<file path="config.mk">
export PLATFORM = sky130hd
export DESIGN_NAME = vec_unit
export DESIGN_NICKNAME = d
export VERILOG_FILES = /design/src/rtl/vec_pkg.sv /design/src/rtl/vec_control.sv /design/src/rtl/vec_index_counter.sv /design/src/rtl/vec_lane.sv /design/src/rtl/vec_result_buffer.sv /design/src/rtl/vec_unit.sv
export SDC_FILE = /design/constraint.sdc
export NUM_CORES = 1
export LEC_CHECK = 0
export BUFFER_PORTS_ARGS = -buffer_cell sky130_fd_sc_hd__buf_2
export CORE_MARGIN = 2
export CORE_UTILIZATION = 53
export DETAILED_ROUTE_END_ITERATION = 8
export PLACE_DENSITY = 0.95
export SLEW_MARGIN = 10
export SYNTH_ARGS = -nofsm -noshare
export SYNTH_HDL_FRONTEND = slang
export SYNTH_SLANG_ARGS = --single-unit
</file>
<file path="constraint.sdc">
create_clock -name clk -period 6.3 [get_ports clk]
set_input_delay 0.63 -clock clk [delete_from_list [all_inputs] [get_ports clk]]
set_output_delay 0.63 -clock clk [all_outputs]
set_load 0.02 [all_outputs]
</file>
<file path="src/rtl/vec_pkg.sv">
package vec_pkg;

    // --------------------------------------------------
    // vector geometry
    // --------------------------------------------------
    localparam int VECTOR_LEN  = 6;                    // elements per vector.
    localparam int CELL_WIDTH  = 8;                    // bits per signed element.
    localparam int TILING      = 2;                    // elements handled per clock.
    localparam int STEPS       = VECTOR_LEN / TILING;  // run cycles per operation.
    localparam int INDEX_WIDTH = $clog2(VECTOR_LEN + 1);

    // --------------------------------------------------
    // types
    // --------------------------------------------------
    typedef logic signed [CELL_WIDTH-1:0]     cell_t;
    typedef logic [VECTOR_LEN*CELL_WIDTH-1:0] vector_t;  // element 0 in the low bits.
    typedef logic [INDEX_WIDTH-1:0]           index_t;
    typedef logic                             op_t;

    localparam op_t OP_SUB = 1'b0;
    localparam op_t OP_ADD = 1'b1;

    typedef enum logic {
        IDLE,
        RUN
    } vec_state_t;

endpackage

</file>
<file path="src/rtl/vec_control.sv">
`timescale 1ns/1ns

module vec_control (
    input  logic clk,
    input  logic rst,
    input  logic start,
    input  logic last,
    output logic busy,
    output logic step_clear,
    output logic valid
);

    vec_pkg::vec_state_t state;
    logic                valid_q;

    // start is only taken while idle.
    assign step_clear = (state == vec_pkg::IDLE) && start;
    assign busy       = (state == vec_pkg::RUN);
    assign valid      = valid_q;

    always_ff @(posedge clk) begin
        if (rst) begin
            state   <= vec_pkg::IDLE;
            valid_q <= 1'b0;
        end else begin
            case (state)
                vec_pkg::IDLE: begin
                    if (start) begin
                        state   <= vec_pkg::RUN;
                        valid_q <= 1'b0;  // old result is no longer current.
                    end
                end
                vec_pkg::RUN: begin
                    if (last) begin
                        state   <= vec_pkg::IDLE;
                        valid_q <= 1'b1;
                    end
                end
                default: begin
                    state <= vec_pkg::IDLE;
                end
            endcase
        end
    end

    // --------------------------------------------------
    // checks
    // --------------------------------------------------
    a_busy_valid_excl : assert property (
        @(posedge clk) disable iff (rst)
        !(busy && valid)
    );

    // an accepted start gives valid exactly STEPS edges later.
    a_valid_latency : assert property (
        @(posedge clk) disable iff (rst)
        step_clear |=> !valid [*vec_pkg::STEPS] ##1 valid
    );

endmodule

</file>
<file path="src/rtl/vec_index_counter.sv">
`timescale 1ns/1ns

module vec_index_counter (
    input  logic            clk,
    input  logic            rst,
    input  logic            busy,
    input  logic            step_clear,
    output vec_pkg::index_t index,
    output logic            last
);

    localparam vec_pkg::index_t LAST_INDEX =
        vec_pkg::index_t'(vec_pkg::VECTOR_LEN - vec_pkg::TILING);
    localparam vec_pkg::index_t STEP = vec_pkg::index_t'(vec_pkg::TILING);

    always_ff @(posedge clk) begin
        if (rst) begin
            index <= '0;
        end else if (step_clear) begin
            index <= '0;
        end else if (busy) begin
            index <= index + STEP;
        end
    end

    assign last = (index == LAST_INDEX);  // final group of elements.

    // lanes would read past the vector otherwise.
    a_index_range : assert property (
        @(posedge clk) disable iff (rst)
        busy |-> (index <= LAST_INDEX)
    );

endmodule

</file>
<file path="src/rtl/vec_lane.sv">
`timescale 1ns/1ns

module vec_lane #(
    parameter int LANE = 0
) (
    input  vec_pkg::vector_t a,
    input  vec_pkg::vector_t b,
    input  vec_pkg::op_t     op,
    input  vec_pkg::index_t  index,
    output vec_pkg::cell_t   sum,
    output logic             overflow,
    output logic             underflow
);

    vec_pkg::index_t                     elem;
    vec_pkg::cell_t                      elem_a;
    vec_pkg::cell_t                      elem_b;
    logic signed [vec_pkg::CELL_WIDTH:0] wide;  // one guard bit above the cell.
    logic                                extra;
    logic                                sign;

    assign elem   = index + vec_pkg::index_t'(LANE);
    assign elem_a = a[elem*vec_pkg::CELL_WIDTH +: vec_pkg::CELL_WIDTH];
    assign elem_b = b[elem*vec_pkg::CELL_WIDTH +: vec_pkg::CELL_WIDTH];

    // operands are sign extended into the wider result.
    always_comb begin
        case (op)
            vec_pkg::OP_ADD: wide = elem_a + elem_b;
            vec_pkg::OP_SUB: wide = elem_a - elem_b;
        endcase
    end

    assign extra = wide[vec_pkg::CELL_WIDTH];
    assign sign  = wide[vec_pkg::CELL_WIDTH-1];
    assign sum   = wide[vec_pkg::CELL_WIDTH-1:0];  // wraps modulo 2^CELL_WIDTH.

    // guard and sign disagree only when the true value leaves the cell range.
    assign overflow  = ({extra, sign} == 2'b01);
    assign underflow = ({extra, sign} == 2'b10);

endmodule

</file>
<file path="src/rtl/vec_result_buffer.sv">
`timescale 1ns/1ns

module vec_result_buffer (
    input  logic                                    clk,
    input  logic                                    rst,
    input  logic                                    busy,
    input  logic                                    step_clear,
    input  vec_pkg::index_t                         index,
    input  vec_pkg::cell_t [vec_pkg::TILING-1:0]    lane_sum,
    input  logic [vec_pkg::TILING-1:0]              lane_error,
    output vec_pkg::vector_t                        result,
    output logic                                    error
);

    vec_pkg::vector_t result_q;
    logic             error_q;

    // --------------------------------------------------
    // result store
    // --------------------------------------------------
    always_ff @(posedge clk) begin
        if (rst) begin
            result_q <= '0;
        end else if (busy) begin
            for (int i = 0; i < vec_pkg::TILING; i++) begin
                result_q[(index + i)*vec_pkg::CELL_WIDTH +: vec_pkg::CELL_WIDTH] <= lane_sum[i];
            end
        end
    end

    // --------------------------------------------------
    // sticky error
    // --------------------------------------------------
    always_ff @(posedge clk) begin
        if (rst) begin
            error_q <= 1'b0;
        end else if (step_clear) begin
            error_q <= 1'b0;  // fresh operation.
        end else if (busy) begin
            error_q <= error_q | (|lane_error);
        end
    end

    assign result = result_q;
    assign error  = error_q;

    // the stored vector only moves on a run cycle.
    a_no_idle_write : assert property (
        @(posedge clk) disable iff (rst)
        !busy |=> $stable(result)
    );

endmodule

</file>
<file path="src/rtl/vec_unit.sv">
`timescale 1ns/1ns

module vec_unit (
    input  logic             clk,
    input  logic             rst,
    input  logic             start,
    input  vec_pkg::op_t     op,
    input  vec_pkg::vector_t a,
    input  vec_pkg::vector_t b,
    output vec_pkg::vector_t result,
    output logic             valid,
    output logic             error
);

    logic                                 busy;
    logic                                 step_clear;
    logic                                 last;
    vec_pkg::index_t                      index;
    vec_pkg::cell_t [vec_pkg::TILING-1:0] lane_sum;
    logic [vec_pkg::TILING-1:0]           lane_error;

    // --------------------------------------------------
    // sequencing
    // --------------------------------------------------
    vec_control u_control (
        .clk        (clk),
        .rst        (rst),
        .start      (start),
        .last       (last),
        .busy       (busy),
        .step_clear (step_clear),
        .valid      (valid)
    );

    vec_index_counter u_counter (
        .clk        (clk),
        .rst        (rst),
        .busy       (busy),
        .step_clear (step_clear),
        .index      (index),
        .last       (last)
    );

    // --------------------------------------------------
    // datapath
    // --------------------------------------------------
    for (genvar g = 0; g < vec_pkg::TILING; g++) begin : g_lane
        logic overflow;
        logic underflow;

        vec_lane #(
            .LANE (g)
        ) u_lane (
            .a         (a),
            .b         (b),
            .op        (op),
            .index     (index),
            .sum       (lane_sum[g]),
            .overflow  (overflow),
            .underflow (underflow)
        );

        assign lane_error[g] = overflow | underflow;
    end

    vec_result_buffer u_buffer (
        .clk        (clk),
        .rst        (rst),
        .busy       (busy),
        .step_clear (step_clear),
        .index      (index),
        .lane_sum   (lane_sum),
        .lane_error (lane_error),
        .result     (result),
        .error      (error)
    );

endmodule

</file>
==> impl_metrics.json, run 1 <==
{
  "p_leak_uw": 0.00203,
  "fp.dieH_um": 86.9,
  "outcome": "finished, final reports clean",
  "netlist_area_mm2": 0.00364,
  "antenna_found_initial": 0,
  "place_hpwl_um": 7660,
  "arrival_ns": 4.81,
  "grt_pass1_wl_um": 15600,
  "rows": 30,
  "cts_buffers": 5,
  "crit-reg2reg-launch": "u_counter.index[2]",
  "synth_ff_type": "dfxtp_1",
  "drcViolationCount": 0,
  "endpoint_kind": "flop",
  "die_w_um": 86.9,
  "ios": 150,
  "ir_drop_mv": 0.163,
  "drive_above_1_share_pct": 30.6,
  "cts_setup_buffers": 0,
  "maxSlewHeadroom_pct": 37.1,
  "crit_family": "compound AO/OA/AOI/OAI gates",
  "cts_root_buf": "clkbuf_8",
  "core_area_mm2": 0.00672,
  "h-tree-depth": 2,
  "holdCritPathClass": "reg2reg",
  "finalCritPeriodShare_pct": 72.8,
  "path_clk_slew_ns": 0.10,
  "min_period_ns": 4.59,
  "fmax_ghz": 0.218,
  "synthArstFlopShare_pct": 0,
  "multiInputGateArea_mm2": 0.00242,
  "r2r_cells": 13,
  "r2r_slack_ns": 1.71,
  "critical-path-max-stage-delay_ns": 0.88,
  "r2r_end": "u_buffer.error",
  "critical_path_required_ns": 6.52,
  "ys_seq_area_share_pct": 29.2,
  "initial_utilization_pct": 54.2,
  "slew_viol_final": 0,
  "netlist_instances": 426,
  "crit_buf_inv": 0,
  "synth_edf_count": 0,
  "seq_area_mm2": 0.00106,
  "firstDrtPassIters": 5,
  "holdPathEnd": "u_control.valid",
  "hold_viol": 0,
  "critPathMaxFanout": 32,
  "grt-ovfl-total": 0,
  "tightest_slew_ns": 0.937,
  "drt_iter0_drc": 165,
  "rsz0062_at_grt": "false",
  "fin_hold_ws_ns": 0.472,
  "cts_buffer_depth": 2,
  "cts_resized": 0,
  "wl_per_cell_um": 15.2,
  "power_density_mw_per_mm2": 223,
  "diodes": 0,
  "fin_skew_ns": 0.00904,
  "ctsHoldBuffers": 0,
  "io_buffer_count": 149,
  "cp_common_cell": "a21oi_1",
  "vias": 3706,
  "clock_sinks": 53,
  "drt_wl_total_um": 9760,
  "setup_tns_ns": 0,
  "cap_violations": 0,
  "clock_latency_ns": 0.30,
  "synthToLayoutAreaGrowth_pct": 23.1,
  "grt_use_total_pct": 25.1,
  "hp-start": "u_control.valid",
  "ys_types": 46,
  "ant_nets": 0,
  "tritoncts": "done",
  "slowest_stage": "dfxtp_1",
  "ys_warn_count": 0,
  "avgSynthCellArea_um2": 8.54,
  "crit_chain": "and2b_4 -> a21oi_1 -> ha_1 -> nor2_1 -> a21oi_1 -> ha_1 -> a21o_1 -> a21oi_1 -> o21ai_0 -> o41ai_1 -> xnor2_1 -> xnor3_1 -> a311oi_1",
  "fill_cells": 570,
  "whs_path_depth": 2,
  "synth.ff_latch_count": 53,
  "grt_max_degree": 54,
  "nets": 689,
  "place.gp.congestion": 0.883,
  "path_class": "reg2reg",
  "setup_viol": 0,
  "cp-start-kind": "flop",
  "vias_per_cell": 5.76,
  "die-area_mm2": 0.00755,
  "syn_nets": 552,
  "grt_pass1_vias": 3445
}
==> registers in the layout (all words and copies together) (netlist names) <==
register / count
u_buffer.error: 1
u_counter.index: 2
u_control.busy: 1
u_buffer.result: 48
u_control.valid: 1
==> routing by layer <==
layer	routed length (um)	share of wire [%]	GRT usage (%)	vias to the layer above
met5	0	0	0	-
met4	124	1.3	5.26	0
met3	613	6.3	3.98	12
met2	4960	51	46.0	153
met1	4060	42	30.9	1709
li1	-	-	-	1832
==> area by class of cell <==
| cell class | instances | area share (%) |
|---|---|---|
| Clock buffer | 6 | 1.84 |
| Inverter | 12 | 1.01 |
| Multi-Input combinational cell | 340 | 54.1 |
| Timing Repair Buffer | 151 | 17.0 |
| Tap cell | 80 | 2.23 |
| Sequential cell | 53 | 23.7 |
| Clock inverter | 1 | 0.168 |
==> per-stage QoR <==
stage                     util [%]  power [uW]  area [um2]  instances  worst slack (ns)
final                         66.7        1000        4480        643              1.71
after global routing          66.7        1050        4480        643              1.37
after CTS                     66.7         999        4480        643              1.72
after detailed placement      65.4         808        4390        636              1.77
after global placement        65.4         796        4390        636              2.05
after floorplan                  -         691        3640        426              2.48
==> worst min-delay path, cell delays in order (launching register included) <==
cell and delay (ns):
dfxtp_1 0.33, nand2_1 0.05, a21oi_1 0.05
==> Yosys cell counts (5+ instances only) <==
cell type	n	area share [%]
nor2_1	73	7.5
dfxtp_1	53	29
a22oi_1	49	10
mux2i_1	31	8.5
nand2_1	30	3.1
ha_1	24	8.3
a21oi_1	22	3.0
o21ai_0	18	2.5
xnor2_1	14	3.4
inv_1	12	1.2
xor2_1	12	2.9
clkbuf_1	11	1.1
nor3_1	9	1.2
o2bb2ai_1	6	1.4
o2bb2ai_2	5	2.1
==> worst max path at each step <==
stage,slack [ns],cells after the start,end,startpoint
global placement,2.05,13,u_buffer.error,u_counter.index[2]
detailed placement,1.77,13,u_buffer.error,u_counter.index[2]
finish,1.71,13,u_buffer.error,u_counter.index[2]
floorplan,2.48,15,u_buffer.error,u_counter.index[2]
CTS,1.72,13,u_buffer.error,u_counter.index[2]
global route,1.37,13,u_buffer.error,u_counter.index[2]
==> power by group <==
part	internal [uW]	switching [uW]	leakage (uW)
registers	351	15.5	0.000429
clock network	87.1	106	0.0000433
logic	191	250	0.00156
==> cells by family after synthesis <==
group           Yosys count  synth area share (%)
flops                    53                  29.2
compound gates          124                  24.2
fa+ha+maj                26                  9.35
buf+inv                  33                  4.26
simple gates            129                  16.4
xor+xnor                 28                  7.49
mux                      33                  9.14
==> cells in the final DEF, fill, tap and decap left out, types with 2 or more instances in the layout <==
master	count
mux2_2	2
o22ai_1	3
o21bai_1	3
o41ai_1	2
dfxtp_1	52
buf_2	149
o2bb2ai_2	5
xor2_1	12
nand3_1	4
mux2i_1	31
or3_1	2
xnor3_1	2
a22oi_1	49
a21oi_1	22
o2bb2ai_1	6
nand2_1	30
or3b_1	2
inv_1	12
ha_1	24
a211oi_1	2
clkbuf_8	6
a21o_1	4
fa_1	2
nor3_1	9
o21ai_0	18
nor2_1	73
buf_4	2
xnor2_1	14
nor4b_2	2
a31oi_1	3
(Power assumes the default switching activity.)
==> run 2, diff against run 1 <==
--- a/config.mk
+++ b/config.mk
@@ -7,9 +7,9 @@
 export LEC_CHECK = 0
 export BUFFER_PORTS_ARGS = -buffer_cell sky130_fd_sc_hd__buf_2
 export CORE_MARGIN = 2
-export CORE_UTILIZATION = 53
+export CORE_UTILIZATION = 44
 export DETAILED_ROUTE_END_ITERATION = 8
-export PLACE_DENSITY = 0.95
+export PLACE_DENSITY = 0.88
 export SLEW_MARGIN = 10
 export SYNTH_ARGS = -nofsm -noshare
 export SYNTH_HDL_FRONTEND = slang
==> constraint.sdc (replaced) <==
create_clock -name clk -period 4.1 [get_ports clk]
set_input_delay 0.41 -clock clk [delete_from_list [all_inputs] [get_ports clk]]
set_output_delay 0.41 -clock clk [all_outputs]
set_load 0.02 [all_outputs]
==> run 2 against run 1 <==
- die area increased by 19%
- sequential power increased by 53%
- setup slack got worse by 1.5 ns
- non-clock buffer count grew 5
- critical path depth up 1
- critical path type unchanged
- final cell count rose by 4.8%
==> impl_metrics.json, run 2 (synthesis results as in run 1) <==
{
  "ios": 150,
  "r2r_end": "u_buffer.error",
  "final_common_cell": "buf_2",
  "mostFrequentLayoutCells": "buf_2 (149), nor2_1 (73), dfxtp_1 (51)",
  "diodes": 0,
  "crit-reg2reg-launch": "u_counter.index[1]",
  "drt_iter0_drc": 196,
  "power_density_mw_per_mm2": 353,
  "rsz0062_at_grt": "false",
  "min_period_ns": 3.89,
  "cts_buffer_depth": 2,
  "core_area_mm2": 0.00813,
  "drt_wl_total_um": 10600,
  "fin_hold_ws_ns": 0.417,
  "antenna_found_initial": 0,
  "vias_per_cell": 5.64,
  "vias": 3799,
  "setup_viol": 0,
  "whs_path_depth": 4,
  "critical_path_required_ns": 4.32,
  "p_leak_uw": 0.00208,
  "cap_violations": 0,
  "clock_sinks": 53,
  "grt-ovfl-total": 0,
  "arrival_ns": 4.12,
  "cp-start-kind": "flop",
  "critPathMaxFanout": 12,
  "clock_latency_ns": 0.31,
  "endpoint_kind": "flop",
  "cp-startpoint": "u_counter.index[1]",
  "slew_viol_final": 0,
  "grt_pass1_wl_um": 16700,
  "rows": 33,
  "fin_area_mm2": 0.00461,
  "drcViolationCount": 0,
  "fmax_ghz": 0.257,
  "synthToLayoutAreaGrowth_pct": 26.6,
  "finalCritPeriodShare_pct": 95.0,
  "fin_skew_ns": 0.00834,
  "ant_nets": 0,
  "grt_pass1_vias": 3618,
  "drive_above_1_share_pct": 32.2,
  "place.gp.congestion": 0.867,
  "maxSlewHeadroom_pct": 39.2,
  "fp.dieH_um": 95.0,
  "setup_tns_ns": 0,
  "path_class": "reg2reg",
  "holdCritPathClass": "in2reg",
  "placed_area_mm2": 0.00446,
  "r2r_cells": 14,
  "cts_resized": 0,
  "finalPower_uw": 1630,
  "largest_reg_flops": 48,
  "endpoint": "u_buffer.error",
  "r2r_slack_ns": 0.21,
  "tritoncts": "done",
  "ctsHoldBuffers": 0,
  "grt_max_degree": 54,
  "cts_setup_buffers": 0,
  "h-tree-depth": 2,
  "grt_use_total_pct": 23.4,
  "nets": 694,
  "ir_drop_mv": 0.158,
  "tightest_slew_ns": 0.906,
  "fin_util_pct": 56.6,
  "io_buffer_count": 149,
  "path_clk_slew_ns": 0.10,
  "firstDrtPassIters": 4,
  "die_w_um": 95.0,
  "cts_root_buf": "clkbuf_8",
  "hold_viol": 0,
  "outcome": "finished, final reports clean",
  "initial_utilization_pct": 44.7,
  "cts_buffers": 5,
  "place_hpwl_um": 8290,
  "wl_per_cell_um": 15.7,
  "die-area_mm2": 0.00902
}
==> run 2: cell types whose count changed in the layout (fill, tap and decap cells not counted), sizes merged <==
cell	change
buf	+5
clkinv	+1
clkinvlp	-1
bufinv	+1
==> run 2: where the power goes <==
part / leakage, uW / switching [uW] / internal, uW
clock: 0.0000554 / 178 / 184
combinational: 0.00160 / 401 / 304
sequential: 0.000430 / 21.5 / 539
total: 0.00208 / 601 / 1030
==> run 2: worst max-delay path, stage by stage (launching register included) <==
cell and delay, ns:
dfxtp_4 0.47, mux2i_1 0.23, nor2_1 0.05, a21oi_1 0.29, ha_1 0.30, nor2_1 0.12, a21oi_2 0.07, fa_1 0.49
a21o_1 0.18, a21oi_1 0.23, o21bai_1 0.12, a2111oi_0 0.50, or3_1 0.21, xnor3_1 0.31, a311oi_1 0.25
==> run 2: routing by layer <==
layer | vias up | track usage, % | wire length, um
met1 | 1795 | 27.4 | 4220
met5 | - | 0 | 0
met4 | 0 | 7.49 | 244
met2 | 148 | 43.2 | 5450
met3 | 23 | 3.59 | 647
li1 | 1833 | - | -
==> run 2: metrics by stage <==
step	worst slack (ns)	cells
after floorplan	0.276	426
after global placement	0.347	666
after detailed placement	0.129	666
after CTS	0.113	674
after global routing	0.0149	674
final	0.206	674
==> run 2: cell type report <==
type                    instances  area (um2)
clock buffers                   6        72.6
clock inverters                 2        38.8
flip-flops and latches         53        1070
inverters                      12        45.0
repair buffers                156         802
fillers                       755        3530
well taps                     105         131
multi-input cells             340        2450
==> run 2: how the worst min path moves through the flow <==
stage	start	end	slack, ns
finish	start	u_control.valid	0.42
global route	start	u_counter.index[2]	0.44
CTS	start	u_control.valid	0.41
detailed placement	u_control.valid	u_control.valid	0.47
global placement	u_control.valid	u_control.valid	0.46
floorplan	u_control.busy	u_counter.index[2]	0.53
==> run 3, diff against run 2 <==
--- a/config.mk
+++ b/config.mk
@@ -6,6 +6,7 @@
 export NUM_CORES = 1
 export LEC_CHECK = 0
 export BUFFER_PORTS_ARGS = -buffer_cell sky130_fd_sc_hd__buf_2
+export CORE_ASPECT_RATIO = 0.9
 export CORE_MARGIN = 2
 export CORE_UTILIZATION = 44
 export DETAILED_ROUTE_END_ITERATION = 8
==> run 3 against run 2 <==
- power up 1.3%
- sequential power about the same
- clock power grew 3%
- final area barely moved
- die area about the same
- critical endpoint unchanged
- largest cell class unchanged
==> impl_metrics.json, run 3 (synthesis results as in run 1) <==
{
  "place.gp.congestion": 0.930,
  "drcViolationCount": 0,
  "h-tree-depth": 2,
  "ios": 150,
  "grt-ovfl-total": 0,
  "core_area_mm2": 0.00803,
  "fin_cells": 666,
  "tritoncts": "done",
  "use_met2_pct": 42.4,
  "vias": 3773,
  "hp-start": "start",
  "finalCritPeriodShare_pct": 93.2,
  "grt_max_degree": 54,
  "drt_iter0_drc": 135,
  "ant_nets": 0,
  "grt.met1_usage_pct": 27.8,
  "min_period_ns": 3.82,
  "synthToLayoutAreaGrowth_pct": 26.6,
  "placed_cells": 657,
  "fin_skew_ns": 0.00708,
  "rsz0062_at_grt": "false",
  "fill_cells": 726,
  "firstDrtPassIters": 5,
  "fmax_ghz": 0.262,
  "nets": 692,
  "grt_use_met3_pct": 3.95,
  "cp-startpoint": "u_counter.index[1]",
  "die_w_um": 99.9,
  "grt_pass1_wl_um": 17200,
  "clock_sinks": 53,
  "tightest_slew_ns": 0.961,
  "critPathMaxFanout": 21,
  "initial_utilization_pct": 45.3,
  "holdCritPathClass": "in2reg",
  "drt_wl_total_um": 10600,
  "io_buffer_count": 149,
  "fin_hold_ws_ns": 0.410,
  "wl_per_cell_um": 15.9,
  "power_density_mw_per_mm2": 358,
  "cap_violations": 0,
  "maxSlewHeadroom_pct": 35.4,
  "cts_buffer_depth": 2,
  "setup_viol": 0,
  "diodes": 0,
  "ir_drop_mv": 0.202,
  "antenna_found_initial": 0,
  "path_clk_slew_ns": 0.10,
  "cts_root_buf": "clkbuf_8",
  "crit-reg2reg-launch": "u_counter.index[1]",
  "clock_latency_ns": 0.30,
  "die-area_mm2": 0.00902,
  "rows": 31,
  "outcome": "finished, final reports clean",
  "grt_use_total_pct": 22.9,
  "mostFrequentLayoutCells": "buf_2 (149), nor2_1 (73), dfxtp_1 (52)",
  "setup_tns_ns": 0,
  "path_class": "reg2reg",
  "arrival_ns": 4.03,
  "endpoint_kind": "flop",
  "fp.dieH_um": 90.3,
  "drive_above_1_share_pct": 31.7,
  "grt_pass1_vias": 3723,
  "final_common_cell": "buf_2",
  "largest_reg_flops": 48,
  "critical_path_required_ns": 4.31,
  "cts_buffers": 5,
  "grt-busiest-layer": "met2",
  "place_hpwl_um": 8260,
  "r2r_slack_ns": 0.28,
  "ctsHoldBuffers": 0,
  "hold_viol": 0,
  "cp-start-kind": "flop",
  "vias_per_cell": 5.67,
  "slew_viol_final": 0,
  "p_leak_uw": 0.00208
}
run 3: changes by cell type in the layout (fill, tap and decap cells not counted), sizes merged:
cell      before  now
buf          156  154
clkinv         1    0
clkinvlp       0    1
run 3: per-layer routing:
metal / vias up / part of all wire (%)
li1: 1824 / -
met1: 1787 / 42
met2: 152 / 51
met3: 10 / 6.1
met4: 0 / 0.78
met5: - / 0
run 3: timing repair:
item                       CTS  global route
setup endpoints to repair    0             1
gates resized for setup      0             6
setup buffers                0             1
run 3: final timing paths:
path / endpoint / depth (start not counted)
setup reg to reg: u_buffer.error / 13
hold / removal: u_counter.index[2] / 3
hold reg to reg: u_control.valid / 2
setup / recovery: u_buffer.error / 13
run 3: worst max-delay path: stages, from the launching register on:
cell,delay (ns)
dfxtp_4,0.42
and2b_4,0.43
a21oi_2,0.13
ha_1,0.30
nor2_1,0.04
a21oi_1,0.25
ha_1,0.28
a21o_1,0.16
a21oi_1,0.22
o21ai_0,0.16
o41ai_1,0.38
xnor2_1,0.21
xnor3_1,0.46
a311oi_1,0.28
run 3: per-stage QoR:
step                util (%)  worst slack, ns  instance area [um2]  total power, uW
finish                  57.4            0.280                 4610             1650
global route            57.4           0.0510                 4610             1740
CTS                     57.0            0.109                 4580             1630
detailed placement      55.5            0.134                 4460             1260
global placement        55.5            0.357                 4460             1240
floorplan                  -            0.276                 3640             1060
run 3: layout make-up:
class | instances | area, um2 | area share, %
tap | 99 | 124 | 2.69
clock buffer | 6 | 82.6 | 1.79
clock inverter | 2 | 37.5 | 0.815
timing repair buffer | 154 | 808 | 17.5
multi-input combinational | 340 | 2450 | 53.1
inverter | 12 | 45.0 | 0.977
sequential | 53 | 1060 | 23.1
run 3: report_power, final:
part / internal, uW / switching (uW)
Sequential: 539 / 20.1
Clock: 199 / 175
Combinational: 311 / 404
